<file path="config.mk">
export PLATFORM = sky130hd
export DESIGN_NAME = uart_rx
export DESIGN_NICKNAME = d
export VERILOG_FILES = /design/src/verilog/bridge_pkg.sv /design/src/verilog/uart_rx.sv
export SDC_FILE = /design/constraint.sdc
export NUM_CORES = 1
export LEC_CHECK = 0
export BUFFER_PORTS_ARGS = -buffer_cell sky130_fd_sc_hd__buf_2
export CORE_MARGIN = 10
export CORE_UTILIZATION = 49
export DETAILED_ROUTE_END_ITERATION = 7
export HOLD_SLACK_MARGIN = 0.12
export PLACE_DENSITY_LB_ADDON = 0.3
export SLEW_MARGIN = 20
export SYNTH_ARGS = -nofsm -noshare
export SYNTH_HDL_FRONTEND = slang
export SYNTH_SLANG_ARGS = --single-unit
export TNS_END_PERCENT = 20
</file>
<file path="constraint.sdc">
create_clock -name clk -period 1.9 [get_ports clk]
set_clock_uncertainty 0.2 [all_clocks]
set_input_delay 0.095 -clock clk [delete_from_list [all_inputs] [get_ports clk]]
set_output_delay 0.095 -clock clk [all_outputs]
set_load 0.02 [all_outputs]
</file>
<file path="src/verilog/bridge_pkg.sv">
// Shared widths, request frame struct, operation and controller state enums
package bridge_pkg;

    // ----------------------------------------
    // Widths
    // ----------------------------------------
    localparam int data_width = 8;
    localparam int addr_width = 12;                   // Top bit selects the bridge

    typedef logic [data_width-1:0] data_t;
    typedef logic [addr_width-1:0] addr_t;
    typedef logic [addr_width-2:0] local_addr_t;      // Local store index, top bit dropped

    // Request kind, also the mode bit of a frame
    typedef enum logic {
        op_read  = 1'b0,
        op_write = 1'b1
    } op_e;

    // Serial request frame, mode sits in the MSB
    typedef struct packed {
        op_e   mode;
        data_t data;                                  // Zero for reads
        addr_t addr;
    } frame_t;

    localparam int frame_width = $bits(frame_t);      // 21

    typedef enum logic [1:0] {
        st_idle    = 2'd0,
        st_send    = 2'd1,                            // Load the transmitter
        st_tx_wait = 2'd2,                            // Frame on the line
        st_rx_wait = 2'd3                             // Wait for the response byte
    } ctrl_state_e;

endpackage

</file>
<file path="src/verilog/uart_rx.sv">
// UART deserialiser for one response byte with mid-bit sampling and stop check
`timescale 1ns/1ps

module uart_rx #(
    parameter int clks_per_bit = 5208
) (
    input  logic              clk,
    input  logic              rstn,
    input  logic              u_rx,
    output logic              rx_valid,               // One-cycle strobe
    output bridge_pkg::data_t rx_data
);

    localparam int timer_width = $clog2(clks_per_bit + 1);

    typedef enum logic [1:0] {
        rx_idle,
        rx_start,                                     // Confirm start bit at mid-period
        rx_bits,
        rx_stop
    } rx_state_e;

    rx_state_e              state;
    logic [2:0]             sync_q;                   // Two sync flops plus edge history
    logic [timer_width-1:0] timer_q;
    logic [2:0]             bit_cnt_q;                // Data bit index
    bridge_pkg::data_t      shift_q;
    logic                   line;
    logic                   start_edge;
    logic                   half_end;
    logic                   bit_end;

    assign line       = sync_q[1];
    assign start_edge = sync_q[2] && !sync_q[1];      // High to low
    assign half_end   = (timer_q == timer_width'(clks_per_bit / 2 - 1));
    assign bit_end    = (timer_q == timer_width'(clks_per_bit - 1));

    // ----------------------------------------
    // Synchroniser
    // ----------------------------------------
    always_ff @(posedge clk or negedge rstn) begin
        if (!rstn) begin
            sync_q <= '1;                             // Idle line level
        end else begin
            sync_q <= {sync_q[1:0], u_rx};
        end
    end

    // ----------------------------------------
    // Receive FSM
    // ----------------------------------------
    always_ff @(posedge clk or negedge rstn) begin
        if (!rstn) begin
            state     <= rx_idle;
            timer_q   <= '0;
            bit_cnt_q <= '0;
            rx_valid  <= 1'b0;
        end else begin
            rx_valid <= 1'b0;
            timer_q  <= timer_q + 1'b1;
            case (state)
                rx_idle: begin
                    timer_q <= '0;
                    if (start_edge) state <= rx_start;
                end
                rx_start: if (half_end) begin
                    timer_q   <= '0;                  // Now aligned to mid-bit
                    bit_cnt_q <= '0;
                    state     <= line ? rx_idle : rx_bits;  // Glitch if high again
                end
                rx_bits: if (bit_end) begin
                    timer_q   <= '0;
                    bit_cnt_q <= bit_cnt_q + 1'b1;
                    if (bit_cnt_q == 3'd7) state <= rx_stop;
                end
                rx_stop: if (bit_end) begin
                    timer_q  <= '0;
                    rx_valid <= line;                 // Bad stop bit drops the byte
                    state    <= rx_idle;
                end
                default: state <= rx_idle;
            endcase
        end
    end

    // Data bits enter at the top so the LSB ends in bit 0
    always_ff @(posedge clk) begin
        if (state == rx_bits && bit_end) begin
            shift_q <= {line, shift_q[7:1]};
        end
        if (state == rx_stop && bit_end) begin
            rx_data <= shift_q;
        end
    end

endmodule

</file>
==> impl_results.html <==
<table>
<tr><th>Metric</th><th>Value</th></tr>
<tr><th colspan="2">Logic synthesis</th></tr>
<tr><td>Flip-flop and latch count after synthesis</td><td>38</td></tr>
<tr><td>Syn Nets</td><td>126</td></tr>
<tr><td>Post-Synthesis Cells</td><td>120</td></tr>
<tr><td>Post-Synthesis Cell Area</td><td>0.001590 mm²</td></tr>
<tr><td>Synth warn</td><td>0</td></tr>
<tr><td>Unique cell type count in the Yosys netlist</td><td>34</td></tr>
<tr><td>Proportion of netlist area held by the largest area contributor</td><td>30.21%</td></tr>
<tr><td>Sequential fraction of the synthesis area</td><td>65.07%</td></tr>
<tr><td>Leading post-synthesis cells by cell area</td><td>edfxtp_1 (30%), dfrtp_1 (30%), xnor2_1 (5.5%)</td></tr>
<tr><td>Avg Inst Size Synth</td><td>13.25 µm²</td></tr>
<tr><td>Cell taking the most area after synthesis</td><td>edfxtp_1</td></tr>
<tr><th colspan="2">Layout</th></tr>
<tr><td>Final nets</td><td>162</td></tr>
<tr><td>Relative area change from synthesis to final layout</td><td>23.37%</td></tr>
<tr><td>Final Non-Filler Cells</td><td>201</td></tr>
<tr><td>Antenna diode count</td><td>0</td></tr>
<tr><td>Layout cell share with drive strength beyond 1</td><td>32.48%</td></tr>
<tr><th colspan="2">Flow run</th></tr>
<tr><td>Max capacitance violation total</td><td>0</td></tr>
<tr><th colspan="2">Hold path</th></tr>
<tr><td>Worst hold path class</td><td>flip-flop to flip-flop</td></tr>
<tr><th colspan="2">Place</th></tr>
<tr><td>Placer congestion estimate</td><td>0.7777</td></tr>
<tr><td>Number of port buffers</td><td>11</td></tr>
<tr><td>Number of placed instances, taps included</td><td>189</td></tr>
<tr><td>DPL Wire Length</td><td>1968 µm</td></tr>
<tr><td>Pre-CTS WS</td><td>-48.68 ps</td></tr>
<tr><th colspan="2">Clock tree</th></tr>
<tr><td>Number of buffers on the longest clock path</td><td>2</td></tr>
<tr><td>CTS tree</td><td>done</td></tr>
<tr><td>H-tree lvl count</td><td>2</td></tr>
<tr><td>Worst-path clk slew</td><td>110 ps</td></tr>
<tr><td>Number of sinks on the clock net</td><td>38</td></tr>
<tr><td>Source-to-sink clock delay at the later pin of the worst-skew pair</td><td>340 ps</td></tr>
<tr><td>Clock tree root driver cell</td><td>clkbuf_4</td></tr>
<tr><td>Clock buffer count from CTS</td><td>5</td></tr>
<tr><th colspan="2">GRT</th></tr>
<tr><td>Number of antenna violations at the first check in global routing</td><td>0</td></tr>
<tr><td>Final global-route overflow total</td><td>0</td></tr>
<tr><td>GR met1 Demand/Resource</td><td>11.91%</td></tr>
<tr><td>Vias in the first global route</td><td>1072</td></tr>
<tr><td>Maximum number of pins on one net before global-route repair</td><td>20</td></tr>
<tr><td>Routing usage on met3</td><td>3.730%</td></tr>
<tr><td>Global-route wire length before repair</td><td>4988 µm</td></tr>
<tr><td>GRT busiest layer</td><td>met2</td></tr>
<tr><td>Overall fraction of global-route tracks in use</td><td>10.46%</td></tr>
<tr><td>Fraction of met2 tracks used by global routing</td><td>16.61%</td></tr>
<tr><th colspan="2">Floorplanning</th></tr>
<tr><td>Vertical die dimension</td><td>76.97 µm</td></tr>
<tr><td>Site Rows</td><td>20</td></tr>
<tr><td>Placeable core area</td><td>0.003078 mm²</td></tr>
<tr><td>Starting density of the core</td><td>51.67%</td></tr>
<tr><td>Horizontal extent of the die</td><td>76.97 µm</td></tr>
<tr><td>Total die area</td><td>0.005924 mm²</td></tr>
<tr><td>Count of pins on the block boundary</td><td>12</td></tr>
<tr><th colspan="2">STA</th></tr>
<tr><td>RSZ-0062 raised after global routing</td><td>yes</td></tr>
<tr><td>Relative slew margins</td><td>42.27%</td></tr>
<tr><td>Final-report hold violation count</td><td>0</td></tr>
<tr><td>Max Clk Rate</td><td>538.3 MHz</td></tr>
<tr><td>Hold slack</td><td>162.0 ps</td></tr>
<tr><td>Setup-violating endpoint count in the final report</td><td>0</td></tr>
<tr><td>Tmin final</td><td>1858 ps</td></tr>
<tr><td>Post-layout worst setup margin</td><td>42.22 ps</td></tr>
<tr><td>Setup Total Neg Slack</td><td>0 ps</td></tr>
<tr><td>Transition time at the pin with the least slew margin</td><td>863.1 ps</td></tr>
<tr><td>Final Cycle Share</td><td>97.78%</td></tr>
<tr><td>Number of max-slew violations in the final report</td><td>0</td></tr>
<tr><th colspan="2">Pwr</th></tr>
<tr><td>Worst ir drop on vdd</td><td>0.0005298 V</td></tr>
<tr><td>Power density of the placed cells</td><td>900.7 mW/mm²</td></tr>
<tr><td>Leakage power total</td><td>0.0008237 µW</td></tr>
<tr><th colspan="2">Setup path</th></tr>
<tr><td>Required time of the critical path</td><td>1760 ps</td></tr>
<tr><td>Buf/Inv on CP</td><td>2</td></tr>
<tr><td>Arrival time at the worst endpoint</td><td>1720 ps</td></tr>
<tr><td>List of cells traversed by the critical path</td><td>ha_2 &gt; and4b_2 &gt; buf_6 &gt; nand4_1 &gt; nor2_2 &gt; buf_12</td></tr>
<tr><td>Biggest cell delay along the critical path</td><td>390 ps</td></tr>
<tr><td>Family of cells with the greatest summed delay on the critical path</td><td>simple AND/OR/NAND/NOR gates</td></tr>
<tr><td>CP Max Fanout</td><td>8</td></tr>
<tr><td>Capturing element type of the critical path</td><td>flip-flop</td></tr>
<tr><td>Worst-path cell with the longest stage delay</td><td>dfrtp_1</td></tr>
<tr><td>Startpoint Class</td><td>flip-flop</td></tr>
<tr><td>Classification of the worst setup path</td><td>flip-flop to flip-flop</td></tr>
<tr><th colspan="2">Drt</th></tr>
<tr><td>Detailed-router iteration count before antenna repair</td><td>4</td></tr>
<tr><td>Number of DRC markers in iteration 0</td><td>48</td></tr>
<tr><td>DRC Markers</td><td>0</td></tr>
<tr><td>DR vias/cell</td><td>5.010</td></tr>
<tr><td>Routed len/inst</td><td>14.15 µm</td></tr>
<tr><td>Count of nets left with antenna violations after detail routing</td><td>0</td></tr>
<tr><td>Total length of routed wires</td><td>2845 µm</td></tr>
<tr><td>Via count</td><td>1007</td></tr>
<tr><th colspan="2">Run status</th></tr>
<tr><td>Run status</td><td>finished, final reports clean</td></tr>
</table>
-- routing by layer --
metal  vias up  share of wire (%)
li1        498                  -
met1       484                 44
met2        20                 49
met3         5                4.6
met4         0                1.5
met5         -                  0
-- synth_stat cells --
cell / count
nor2_1: 17
clkbuf_2: 1
and3_1: 1
nand4_1: 2
nor4b_4: 1
dfstp_2: 3
nor4b_2: 1
o21ai_0: 1
nor2b_1: 1
and4bb_2: 2
buf_6: 1
mux2i_1: 2
nor3_1: 4
nand3_1: 4
nor4_1: 2
a31oi_1: 1
and2_1: 2
edfxtp_1: 16
a21oi_2: 1
and4_1: 1
or3b_1: 1
nand4_2: 1
a22oi_1: 1
buf_4: 1
xor2_1: 2
ha_1: 3
and4b_2: 1
o22ai_1: 4
a31oi_2: 1
dfrtp_1: 19
xnor2_1: 10
nand2_1: 5
inv_1: 6
clkbuf_1: 1
-- final timing paths --
path,startpoint,end,slack (ps),depth (start not counted)
max,timer_q[1],shift_q[7],40,6
min,sync_q[0],sync_q[1],160,0
max reg2reg,timer_q[1],shift_q[7],40,6
min reg2reg,sync_q[0],sync_q[1],160,0
max in group asynchronous,rstn,state[0],240,3
min in group asynchronous,rstn,sync_q[0],660,3
-- cells by family (layout without fill, tap and decap cells) --
logic type	count (synthesis)	count (layout)	synth area share [%]
XOR/XNOR	12	12	6.609
AO/OA/AOI/OAI	9	9	4.091
adder cells (fa/ha/maj)	3	3	2.361
multiplexers	2	2	1.259
flip-flops	38	38	65.07
buffers and inverters	10	47	3.147
AND/OR/NAND/NOR	46	46	17.47
-- report_power, final --
part / leakage, µW / internal, µW / switching [µW]
registers: 0.000430 / 909 / 56.3
clock network: 0.0000450 / 273 / 257
logic: 0.000348 / 139 / 133
-- sequential cells by signal (all words and copies together) (netlist names), named ones only --
name,cells
timer_q,13
rx_data,8
shift_q,8
bit_cnt_q,3
sync_q,3
rx_valid,1
state,1
-- cell usage in the layout, fill, tap and decap left out, types with 2 or more instances in the layout --
cell type / synthesis / layout
xor2_1: 2 / 2
buf_4: 1 / 15
clkinv_2: 0 / 2
nor2_1: 17 / 16
ha_1: 3 / 2
dfstp_2: 3 / 3
nand2_1: 5 / 5
dlygate4sd3_1: 0 / 4
o22ai_1: 4 / 4
nand4_1: 2 / 2
buf_2: 0 / 11
nor4_1: 2 / 2
buf_6: 1 / 2
xnor2_1: 10 / 10
mux2i_1: 2 / 2
clkbuf_4: 0 / 5
dfrtp_1: 19 / 19
and4bb_2: 2 / 2
nor4b_4: 1 / 2
edfxtp_1: 16 / 16
nand3_1: 4 / 4
inv_1: 6 / 6
nor3_1: 4 / 4
-- layout make-up --
cell class | count | area (µm²)
well taps | 44 | 55.05
clock buffers | 5 | 37.54
repair buffers | 33 | 250.2
multi-input cells | 72 | 521.8
flip-flops and latches | 38 | 1035
clock inverters | 3 | 40.04
fillers | 246 | 1116
inverters | 6 | 22.52
-- through the flow --
| step | cell area (µm²) | utilization [%] | power (µW) |
|---|---|---|---|
| final | 1962 | 63.74 | 1767 |
| after floorplan | 1593 | - | 1134 |
| after CTS | 1942 | 63.09 | 1773 |
| after detailed placement | 1823 | 59.23 | 1235 |
| after global placement | 1823 | 59.23 | 1227 |
| after global routing | 1962 | 63.74 | 1853 |
-- timing repair --
item | CTS | global route
resized for setup | 1 | 5
cloned | 0 | 0
pin swaps | 0 | 4
setup buffers | 0 | 0
hold endpoints to repair | 23 | 0
endpoints found under the setup margin | 8 | 34
hold buffers | 4 | 0
(Power assumes the default switching activity.)
