<file path="src/verilog/bridge_pkg.sv">
// Shared widths, request frame struct, operation and controller state enums
package bridge_pkg;

    // ----------------------------------------
    // Widths
    // ----------------------------------------
    localparam int data_width = 8;
    localparam int addr_width = 12;                   // Top bit selects the bridge

    typedef logic [data_width-1:0] data_t;
    typedef logic [addr_width-1:0] addr_t;
    typedef logic [addr_width-2:0] local_addr_t;      // Local store index, top bit dropped

    // Request kind, also the mode bit of a frame
    typedef enum logic {
        op_read  = 1'b0,
        op_write = 1'b1
    } op_e;

    // Serial request frame, mode sits in the MSB
    typedef struct packed {
        op_e   mode;
        data_t data;                                  // Zero for reads
        addr_t addr;
    } frame_t;

    localparam int frame_width = $bits(frame_t);      // 21

    typedef enum logic [1:0] {
        st_idle    = 2'd0,
        st_send    = 2'd1,                            // Load the transmitter
        st_tx_wait = 2'd2,                            // Frame on the line
        st_rx_wait = 2'd3                             // Wait for the response byte
    } ctrl_state_e;

endpackage

</file>
<file path="src/verilog/uart_tx.sv">
// UART serialiser for one request frame with start bit, LSB first, stop bit
`timescale 1ns/1ps

module uart_tx #(
    parameter int clks_per_bit = 5208
) (
    input  logic               clk,
    input  logic               rstn,
    input  logic               tx_start,              // One-cycle load strobe
    input  bridge_pkg::frame_t tx_frame,
    output logic               tx_busy,
    output logic               u_tx
);

    localparam int n_bits      = bridge_pkg::frame_width + 2;   // Start, frame, stop
    localparam int timer_width = $clog2(clks_per_bit + 1);
    localparam int cnt_width   = $clog2(n_bits);

    logic [n_bits-1:0]      shift_q;                  // Bit 0 is on the line
    logic [timer_width-1:0] timer_q;                  // Cycles within one bit
    logic [cnt_width-1:0]   bit_cnt_q;                // Bits sent so far
    logic                   bit_end;

    assign bit_end = (timer_q == timer_width'(clks_per_bit - 1));
    assign u_tx    = shift_q[0];                      // Straight from a flop, no glitches

    // ----------------------------------------
    // Shift register and bit timing
    // ----------------------------------------
    always_ff @(posedge clk or negedge rstn) begin
        if (!rstn) begin
            shift_q   <= '1;                          // Line idles high
            timer_q   <= '0;
            bit_cnt_q <= '0;
            tx_busy   <= 1'b0;
        end else if (!tx_busy) begin
            if (tx_start) begin
                shift_q   <= {1'b1, tx_frame, 1'b0};  // Stop, frame, start
                timer_q   <= '0;
                bit_cnt_q <= '0;
                tx_busy   <= 1'b1;
            end
        end else if (bit_end) begin
            timer_q <= '0;
            shift_q <= {1'b1, shift_q[n_bits-1:1]};   // Refill with idle level
            if (bit_cnt_q == cnt_width'(n_bits - 1)) begin
                bit_cnt_q <= '0;                      // Stop bit done
                tx_busy   <= 1'b0;
            end else begin
                bit_cnt_q <= bit_cnt_q + 1'b1;
            end
        end else begin
            timer_q <= timer_q + 1'b1;
        end
    end

    // A new frame would cut the one on the line
    a_no_start_when_busy: assert property (@(posedge clk) disable iff (!rstn)
        tx_start |-> !tx_busy)
        else $error("uart_tx: tx_start while busy");

endmodule
</file>
<file path="config.mk">
export PLATFORM = sky130hd
export DESIGN_NAME = uart_tx
export DESIGN_NICKNAME = d
export VERILOG_FILES = /design/src/verilog/bridge_pkg.sv /design/src/verilog/uart_tx.sv
export SDC_FILE = /design/constraint.sdc
export NUM_CORES = 1
export LEC_CHECK = 0
export ABC_AREA = 1
export BUFFER_PORTS_ARGS = -buffer_cell sky130_fd_sc_hd__buf_2
export CAP_MARGIN = 20
export CORE_AREA = 2 2 78 87
export DETAILED_ROUTE_END_ITERATION = 8
export DIE_AREA = 0 0 80 89
export PLACE_DENSITY_LB_ADDON = 0.2
export SETUP_SLACK_MARGIN = 0.3
export SLEW_MARGIN = 25
export SYNTH_ARGS = -nofsm -noshare
export SYNTH_HDL_FRONTEND = slang
export SYNTH_SLANG_ARGS = --single-unit
</file>
<file path="constraint.sdc">
create_clock -name clk -period 1.6 [get_ports clk]
set_input_delay 0.16 -clock clk [delete_from_list [all_inputs] [get_ports clk]]
set_output_delay 0.16 -clock clk [all_outputs]
set_load 0.01 [all_outputs]
</file>
==> run summary, run 1 <==
CTS tree -> done
Total global routing overflow -> 0
Setup violators final -> 0
Largest fanout on the critical path -> 5
H-tree depth -> 2
Clk Latency, worst-skew pair -> 0.30 ns
Fraction of layout cells with a size suffix above 1 -> 34.3%
Floorplan row count -> 30
Setup crit start kind -> register
Largest net degree at the start of global routing -> 26
DR vias -> 2,174
Flop2flop setup slack -> 0.18 ns
Hold Path Class -> in -> reg
Hold Path Sink -> shift_q[10]
Tot GR Track Use -> 16.6%
Ys Warns -> 0
Antenna violations before repair -> 0
CP Class -> reg -> reg
Top layer in use -> met4
Initial Utilization -> 39.3%
Mean Syn Cell Area -> 7.45 um^2
Top cells by area, synth -> dfstp_2, nand2_1, dfrtp_1
Max-slew violations -> 0
Met2 Wirelength -> 2690 um
Clock Tree Root -> clkbuf_8
Post-synthesis instance area -> 0.00242 mm^2
Fmax -> 703 MHz
Area growth from synthesis to layout -> 27.1%
Hold Fails Final Rpt -> 0
Most instantiated library cell after synthesis -> nand2_1
Top FF cell, synth -> dfstp_2
First-pass DRT Iterations -> 4
Mapped Cells -> 325
Distinct cell type count after synthesis -> 29
GPL Wtd Cong -> 0.802
Max_slew headroom -> 69.3%
Async set-reset flop share out of synthesis -> 100%
Diode count -> 0
Initial DRC count -> 139
Pre-CTS WS -> 0.0606 ns
CP Data Arrival Time -> 1.61 ns
Fin Clk Skew -> 0.00718 ns
Number of synthesized register bits -> 41
WL/cell -> 12.2 um
Drt total wl -> 5550 um
Reg-to-reg endpoint -> timer_q[10]
Hpwl dp -> 3560 um
Worst r2r path cells -> 7
First-pass GRT wire length -> 9260 um
Die area -> 0.00712 mm^2
Yosys top cell by area -> dfstp_2
Most instantiated cells after synthesis -> nand2_1, nand3_1, dfstp_2, dfrtp_1, inv_1
Hold Path Stages -> 5
Total power -> 0.00341 W
Worst Tran Pin Value -> 0.460 ns
Io pins -> 26
Syn_nets -> 352
Worst R2R Start -> timer_q[1]
Area of the core -> 0.00616 mm^2
Die height -> 89 um
Die W -> 80 um
Register area share after synthesis -> 43.5%
IO buf count -> 25
Endpoint type of the worst setup path -> register
Vias in the first global route -> 1,982
Vias per Instance -> 4.77
Required time of the critical path -> 1.79 ns
Status -> completed
Clock sink count -> 41
Maximum clock path buffer count -> 2
Period utilization -> 88.9%
Clock-pin slew on the worst setup and hold paths -> 0.08 ns
Peak supply drop -> 459 uV
PwrDens -> 1110 mW/mm^2
M1 wire length -> 2630 um
Synth top area share -> 23.9%
Routed Antenna Nets -> 0
Worst setup margin -> 0.178 ns
Post-synth EDFFs -> 0
Metal3 WL -> 167 um
Max-cap viol count -> 0
Final Net Count -> 402
CTS buffer count -> 5
Post-route DRC -> 0
Final core utilization -> 50.0%
Tmin final -> 1.42 ns
RSZ-0062 raised after global routing -> true
Final TNS setup -> 0 ns
Hold Path Origin -> tx_frame[9]
Leakage -> 1.54 nW
## per-layer routing
layer,GRT usage [%],vias up
met5,0,-
met4,5.39,0
met3,3.23,5
met2,27.7,31
met1,21.7,1007
li1,-,1131
## worst max-delay path: stages, from the launching register on
cell,delay (ns)
dfrtp_1,0.42
ha_4,0.18
nand2_4,0.10
nor2_4,0.05
nand3_4,0.13
buf_4,0.14
nand2_4,0.06
o21ai_0,0.25
## sequential cells by signal (all words and copies together) (netlist names)
name and count:
shift_q 22, timer_q 13, bit_cnt_q 5, tx_busy 1
## how the worst max path moves through the flow
stage,startpoint,endpoint,slack [ns],depth (start not counted)
after floorplan,timer_q[0],bit_cnt_q[2],0.14,9
final,timer_q[1],timer_q[10],0.18,7
after detailed placement,timer_q[1],timer_q[10],0.06,7
after global placement,timer_q[1],timer_q[10],0.10,7
after CTS,timer_q[1],shift_q[7],0.18,8
after global routing,timer_q[3],bit_cnt_q[0],0.12,8
## kinds of logic (layout without fill, tap and decap cells)
| group | Yosys count | after routing | share of synthesized area, % |
|---|---|---|---|
| adder cells (fa/ha/maj) | 3 | 3 | 1.55 |
| AND/OR/NAND/NOR | 234 | 236 | 44.2 |
| XOR/XNOR | 4 | 4 | 1.45 |
| buffers and inverters | 33 | 82 | 6.77 |
| AO/OA/AOI/OAI | 10 | 10 | 2.48 |
| flip-flops | 41 | 41 | 43.5 |
## final cells by class
| class | instances | area [um^2] |
|---|---|---|
| clock buffer | 6 | 82.6 |
| clock inverter | 2 | 37.5 |
| fill | 612 | 3080 |
| inverter | 20 | 77.6 |
| multi-input combinational | 253 | 1320 |
| sequential | 41 | 1050 |
| tap | 80 | 100 |
| timing repair buffer | 54 | 403 |
## per-stage QoR
stage,instance area [um^2],hold WS [ns],instances
floorplan,2430,-0.136,325
global placement,2670,0.140,426
detailed placement,2670,0.137,426
CTS,2930,0.152,445
global route,3080,0.176,456
finish,3080,0.154,456
## cells in the final DEF (no fill, tap or decap), drive strengths merged
cell,count
nor2,19
xor2,3
a21oi,1
nand4,8
o22ai,2
dlygate4sd3,1
nand2,165
clkbuf,6
nand3,42
o21bai,1
bufinv,1
dfrtp,19
inv,20
clkinvlp,1
xnor2,1
dfstp,22
a32o,1
buf,53
ha,3
o21ai,5
or2,2
## report_power, final
part           switching, W  internal (W)
Clock              0.000378      0.000508
Sequential         0.000217       0.00127
Combinational      0.000574      0.000463
## what timing repair did
item	CTS	global route
gates resized for setup	9	19
pin swaps	6	12
buffers inserted	8	10
setup endpoints to repair	33	40
endpoints found under the hold margin	12	0
hold buffers	1	0
gates cloned	2	1
No activity file was read; power rests on OpenSTA's default activity.
==> run 2, diff against run 1 <==
--- a/config.mk
+++ b/config.mk
@@ -11,7 +11,7 @@
 export CORE_AREA = 2 2 78 87
 export DETAILED_ROUTE_END_ITERATION = 8
 export DIE_AREA = 0 0 80 89
-export PLACE_DENSITY_LB_ADDON = 0.2
+export PLACE_DENSITY_LB_ADDON = 0.3
 export SETUP_SLACK_MARGIN = 0.3
 export SLEW_MARGIN = 25
 export SYNTH_ARGS = -nofsm -noshare
==> run 2 against run 1 <==
Compared with the run above:
- critical path type unchanged
- final cell count decreased by 2.2%
- cell area is 2.9% lower
- flip-flop and latch count unchanged
- total power decreased by 8.8%
- first-iteration DRC count decreased by 34%
- sequential share of layout area up 1.1 points
- clock-buffer cell count decreased by 1
- worst setup slack worse by 0.055 ns
==> run summary, run 2 (synthesis results as in run 1) <==
Status -> completed
CP Data Arrival Time -> 1.71 ns (+0.10 ns)
CTS buffer count -> 5 (unchanged)
Worst Setup SP -> timer_q[0]
Worst-path cell chain -> ha_4 -> nand2_4 -> nor2_4 -> nand3_4 -> nand2_8 -> clkbuf_16 -> nand3_1 -> nand2_1
Clock sink count -> 41 (unchanged)
CP Class -> reg -> reg
Antenna violations before repair -> 0 (unchanged)
Hold Fails Final Rpt -> 0 (unchanged)
GPL Wtd Cong -> 0.798 (-0.51%)
IO buf count -> 25 (unchanged)
Total global routing overflow -> 0 (unchanged)
Diode count -> 0 (unchanged)
First-pass GRT wire length -> 9450 um (+2.0%)
Post-route DRC -> 0 (unchanged)
PwrDens -> 1040 mW/mm^2 (-6.1%)
Initial Utilization -> 39.3% (unchanged)
Largest stage delay on the critical path -> 0.42 ns (about the same)
Clock Tree Root -> clkbuf_8
Largest net degree at the start of global routing -> 28 (+7.7%)
Tot GR Track Use -> 16.9% (+0.34 points)
Hpwl dp -> 3600 um (+1.1%)
DR vias -> 2,196 (+1.0%)
Max-cap viol count -> 0 (unchanged)
H-tree depth -> 2 (unchanged)
Area of the core -> 0.00616 mm^2 (unchanged)
WL/cell -> 13.0 um (+6.6%)
Hold Path Origin -> tx_frame[3]
Final Net Count -> 392 (-2.5%)
Die area -> 0.00712 mm^2 (unchanged)
Required time of the critical path -> 1.83 ns (+0.04 ns)
CP max stage cell -> dfrtp_1
First-pass DRT Iterations -> 5 (+1)
Worst R2R Start -> timer_q[0]
Final TNS setup -> 0 ns (unchanged)
Peak supply drop -> 568 uV (+24%)
Area after DPL -> 0.00267 mm^2 (unchanged)
Period utilization -> 92.3% (+3.4 points)
Die W -> 80 um (unchanged)
Flip-flop count of the largest register after layout -> 22 (unchanged)
Pre-CTS WS -> 0.181 ns (+0.120 ns)
Fmax -> 677 MHz (-3.7%)
Worst setup margin -> 0.123 ns (-0.0549 ns)
Tmin final -> 1.48 ns (+0.0549 ns)
Fin Clk Skew -> 0.00526 ns (-0.00191 ns)
Vias per Instance -> 4.92 (+3.3%)
Routed Antenna Nets -> 0 (unchanged)
Vias in the first global route -> 2,062 (+4.0%)
Biggest regs -> shift_q (22), timer_q (13), bit_cnt_q (5)
CTS tree -> done
Initial DRC count -> 92 (-34%)
Floorplan row count -> 30 (unchanged)
Die height -> 89 um (unchanged)
Setup crit start kind -> register
Drt total wl -> 5780 um (+4.2%)
Post-Layout Cell Count -> 446 (-2.2%)
Largest fanout on the critical path -> 7 (+2)
Fraction of layout cells with a size suffix above 1 -> 32.0% (-2.3 points)
Clock-pin slew on the worst setup and hold paths -> 0.08 ns (about the same)
Commonest non-fill, non-tap cell in the layout -> nand2_1
Placed insts -> 426 (unchanged)
Area growth from synthesis to layout -> 23.4%
RSZ-0062 raised after global routing -> true
Max_slew headroom -> 73.2% (+3.9 points)
Max-slew violations -> 0 (unchanged)
Hold Path Stages -> 5 (unchanged)
Leakage -> 1.48 nW (-3.8%)
Maximum clock path buffer count -> 2 (unchanged)
Hold Path Class -> in -> reg
Most flops, register -> shift_q
WHS -> 0.164 ns (+0.0100 ns)
Clk Latency, worst-skew pair -> 0.29 ns (about the same)
Most frequent cells in the layout -> nand2_1, nand3_1, buf_2
Io pins -> 26 (unchanged)
Final Instance Area -> 0.00299 mm^2 (-2.9%)
Worst r2r path cells -> 8 (+1)
Fillers -> 595 (-2.8%)
Endpoint type of the worst setup path -> register
Worst Tran Pin Value -> 0.402 ns (-0.0581 ns)
Setup violators final -> 0 (unchanged)
## run 2: metal layers
| layer | vias up | share of wire, % | global-route usage (%) | routed length (um) |
|---|---|---|---|---|
| li1 | 1113 | - | - | - |
| met5 | - | 0 | 0 | 0 |
| met3 | 6 | 3.9 | 3.64 | 228 |
| met1 | 1028 | 48 | 21.9 | 2750 |
| met4 | 0 | 0.78 | 4.31 | 45 |
| met2 | 49 | 48 | 28.9 | 2760 |
## run 2: worst max-delay path, delay by kind of cell (launching register included)
kind                       cells  cell delay (ns)
and+or+nand+nor                6             0.64
DFF                            1             0.42
buffers and inverters          1             0.17
adders and majority gates      1             0.17
## run 2: path summary, 6_finish.rpt
check | to | slack [ns]
hold / removal | shift_q[4] | 0.16
hold reg to reg | shift_q[0] | 0.47
max in group asynchronous | shift_q[4] | 0.72
setup reg to reg | shift_q[19] | 0.12
min in group asynchronous | timer_q[9] | 0.32
setup / recovery | shift_q[19] | 0.12
## run 2: final cells by class
type | instances | area, um^2 | share of cell area (%)
clock buffers | 5 | 68.8 | 2.30
clock inverters | 3 | 16.3 | 0.545
inverters | 20 | 77.6 | 2.60
multi-input cells | 253 | 1310 | 43.9
flip-flops and latches | 41 | 1060 | 35.4
well taps | 80 | 100 | 3.35
repair buffers | 44 | 354 | 11.9
## run 2: metrics by stage
step / util, % / power [W]
after floorplan: - / 0.00204
after global placement: 43.3 / 0.00222
after detailed placement: 43.3 / 0.00225
after CTS: 45.5 / 0.00299
after global routing: 48.5 / 0.00334
final: 48.5 / 0.00311
## run 2: what timing repair did
action	CTS	global route
buffers inserted	3	3
pin swaps	0	26
setup endpoints to repair	35	38
hold buffers	1	0
endpoints found under the hold margin	9	0
gates resized for setup	2	25
gates cloned	1	4
## run 2: where the power goes
group / internal [W] / switching (W)
Sequential: 0.00128 / 0.000247
Combinational: 0.000382 / 0.000514
Clock: 0.000303 / 0.000388
Total: 0.00196 / 0.00115
==> run 3, diff against run 2 <==
--- a/config.mk
+++ b/config.mk
@@ -6,7 +6,7 @@
 export NUM_CORES = 1
 export LEC_CHECK = 0
 export ABC_AREA = 1
-export BUFFER_PORTS_ARGS = -buffer_cell sky130_fd_sc_hd__buf_2
+export BUFFER_PORTS_ARGS = -buffer_cell sky130_fd_sc_hd__buf_4
 export CAP_MARGIN = 20
 export CORE_AREA = 2 2 78 87
 export DETAILED_ROUTE_END_ITERATION = 8
==> run 3 against run 2 <==
Compared with the run above:
- sequential power is 5% lower
- cell area increased by 4.8%
- flip-flop and latch count did not move
- clock power rose by 28%
- final cell count grew 1.6%
- critical path type unchanged
- routed wire length shrank 0.50%
- sequential share of layout area shrank 1.7 points
- clock-buffer cell count grew 2
- largest cell class unchanged
- non-clock buffer count up 7
- core utilization up 2.3 points
- largest power group unchanged
- worst hold slack improved by 0.0040 ns
- global-route usage is 0.82 points higher
==> run summary, run 3 (synthesis results as in run 1) <==
Worst R2R Start -> timer_q[7]
Hold Fails Final Rpt -> 0 (unchanged)
Fraction of layout cells with a size suffix above 1 -> 34.6% (+2.6 points)
Hold Path Stages -> 4 (-1)
WL/cell -> 12.7 um (-2.0%)
Setup crit start kind -> register
Flip-flop count of the largest register after layout -> 22 (unchanged)
Die W -> 80 um (unchanged)
DR vias -> 2,204 (+0.36%)
Initial Utilization -> 39.3% (unchanged)
Tmin final -> 1.39 ns (-0.0833 ns)
Drt total wl -> 5760 um (-0.50%)
Setup violators final -> 0 (unchanged)
Leakage -> 1.54 nW (+4.0%)
Floorplan row count -> 30 (unchanged)
Total global routing overflow -> 0 (unchanged)
Pre-CTS WS -> 0.0647 ns (-0.116 ns)
Tot GR Track Use -> 17.7% (+0.82 points)
Worst Tran Pin Value -> 0.538 ns (+0.135 ns)
Biggest regs -> shift_q (22), timer_q (13), bit_cnt_q (5)
Post-Layout Cell Count -> 453 (+1.6%)
Hold Path Class -> in -> reg
Worst setup margin -> 0.207 ns (+0.0833 ns)
RSZ-0062 raised after global routing -> true
Fmax -> 718 MHz (+6.0%)
PwrDens -> 1120 mW/mm^2 (+7.0%)
Io pins -> 26 (unchanged)
GPL Wtd Cong -> 0.808 (+1.3%)
Required time of the critical path -> 1.84 ns (about the same)
Initial DRC count -> 157 (+71%)
Reg-to-reg endpoint -> shift_q[21]
Peak supply drop -> 659 uV (+16%)
Hold Path Sink -> timer_q[6]
Hpwl dp -> 3520 um (-2.1%)
Clock sink count -> 41 (unchanged)
CP Class -> reg -> reg
CTS buffer count -> 5 (unchanged)
Clk Latency, worst-skew pair -> 0.30 ns (about the same)
CTS tree -> done
Max-slew violations -> 0 (unchanged)
Fin Clk Skew -> 0.00976 ns (+0.00450 ns)
Worst r2r path cells -> 8 (unchanged)
Diode count -> 0 (unchanged)
Area of the core -> 0.00616 mm^2 (unchanged)
Final Net Count -> 399 (+1.8%)
Die area -> 0.00712 mm^2 (unchanged)
Most frequent cells in the layout -> nand2_1, buf_4, nand3_1
Post-route DRC -> 0 (unchanged)
Clock-pin slew on the worst setup and hold paths -> 0.09 ns (about the same)
Routed Antenna Nets -> 0 (unchanged)
Area growth from synthesis to layout -> 29.4%
Largest net degree at the start of global routing -> 42 (+50%)
Period utilization -> 87.1% (-5.2 points)
Most flops, register -> shift_q
Maximum clock path buffer count -> 2 (unchanged)
Final Instance Area -> 0.00313 mm^2 (+4.8%)
Placed insts -> 426 (unchanged)
Largest fanout on the critical path -> 7 (unchanged)
Antenna violations before repair -> 0 (unchanged)
IO buf count -> 25 (unchanged)
H-tree depth -> 2 (unchanged)
Die height -> 89 um (unchanged)
Flop2flop setup slack -> 0.21 ns (+0.08 ns)
Hold Path Origin -> tx_start
First-pass DRT Iterations -> 5 (unchanged)
Clock Tree Root -> clkbuf_8
Vias per Instance -> 4.87 (-1.2%)
Max-cap viol count -> 0 (unchanged)
Commonest non-fill, non-tap cell in the layout -> nand2_1
Vias in the first global route -> 2,172 (+5.3%)
CP Data Arrival Time -> 1.63 ns (-0.08 ns)
Final TNS setup -> 0 ns (unchanged)
Max_slew headroom -> 64.2% (-9.0 points)
Area after DPL -> 0.00272 mm^2 (+1.9%)
First-pass GRT wire length -> 10,000 um (+6.2%)
Endpoint type of the worst setup path -> register
Status -> completed
run 3: where the power goes:
group          total [W]  switching, W  internal, W
logic            0.00115      0.000650     0.000500
registers        0.00146      0.000187      0.00127
clock network   0.000884      0.000375     0.000509
total            0.00349       0.00121      0.00228
run 3: worst max path at each step:
| stage | startpoint | to | slack [ns] |
|---|---|---|---|
| 2_1_floorplan | timer_q[0] | bit_cnt_q[2] | 0.14 |
| 3_3_place_gp | timer_q[1] | bit_cnt_q[4] | 0.14 |
| 3_5_place_dp | timer_q[1] | bit_cnt_q[4] | 0.06 |
| 4_1_cts | timer_q[0] | shift_q[5] | 0.20 |
| 5_1_grt | timer_q[8] | bit_cnt_q[3] | 0.12 |
| 6_report | timer_q[7] | shift_q[21] | 0.21 |
run 3: cell type report:
class	instances	area, um^2
Clock buffer	7	86.3
Multi-Input combinational cell	253	1350
Timing Repair Buffer	51	429
Fill cell	610	3030
Inverter	20	80.1
Sequential cell	41	1050
Clock inverter	1	30.0
Tap cell	80	100
run 3: metal layers:
| layer | track usage (%) | vias up | share of wire [%] |
|---|---|---|---|
| li1 | - | 1129 | - |
| met1 | 23.1 | 1017 | 45 |
| met2 | 29.9 | 47 | 50 |
| met3 | 3.13 | 11 | 3.2 |
| met4 | 6.01 | 0 | 1.5 |
| met5 | 0 | - | 0 |
run 3: critical path, cell delays in order, from the launching register on:
cell	delay [ns]
dfrtp_1	0.42
inv_2	0.08
nand2_1	0.08
nor2_4	0.16
nand3_4	0.14
nand2_8	0.15
buf_6	0.15
nand3_1	0.07
nand2_1	0.08
run 3: through the flow:
stage	hold slack [ns]	util, %	power [W]
finish	0.168	50.9	0.00349
global route	0.195	50.9	0.00375
CTS	0.174	48.5	0.00335
detailed placement	0.186	44.1	0.00233
global placement	0.179	44.1	0.00229
floorplan	-0.136	-	0.00204
run 3: repair_timing:
| item | in CTS | in global routing |
|---|---|---|
| gates resized for setup | 15 | 24 |
| setup buffers | 8 | 7 |
| cloned | 3 | 0 |
| hold endpoints to repair | 19 | 0 |
| pin swaps | 7 | 19 |
| hold buffers | 1 | 0 |
| setup endpoints to repair | 35 | 38 |
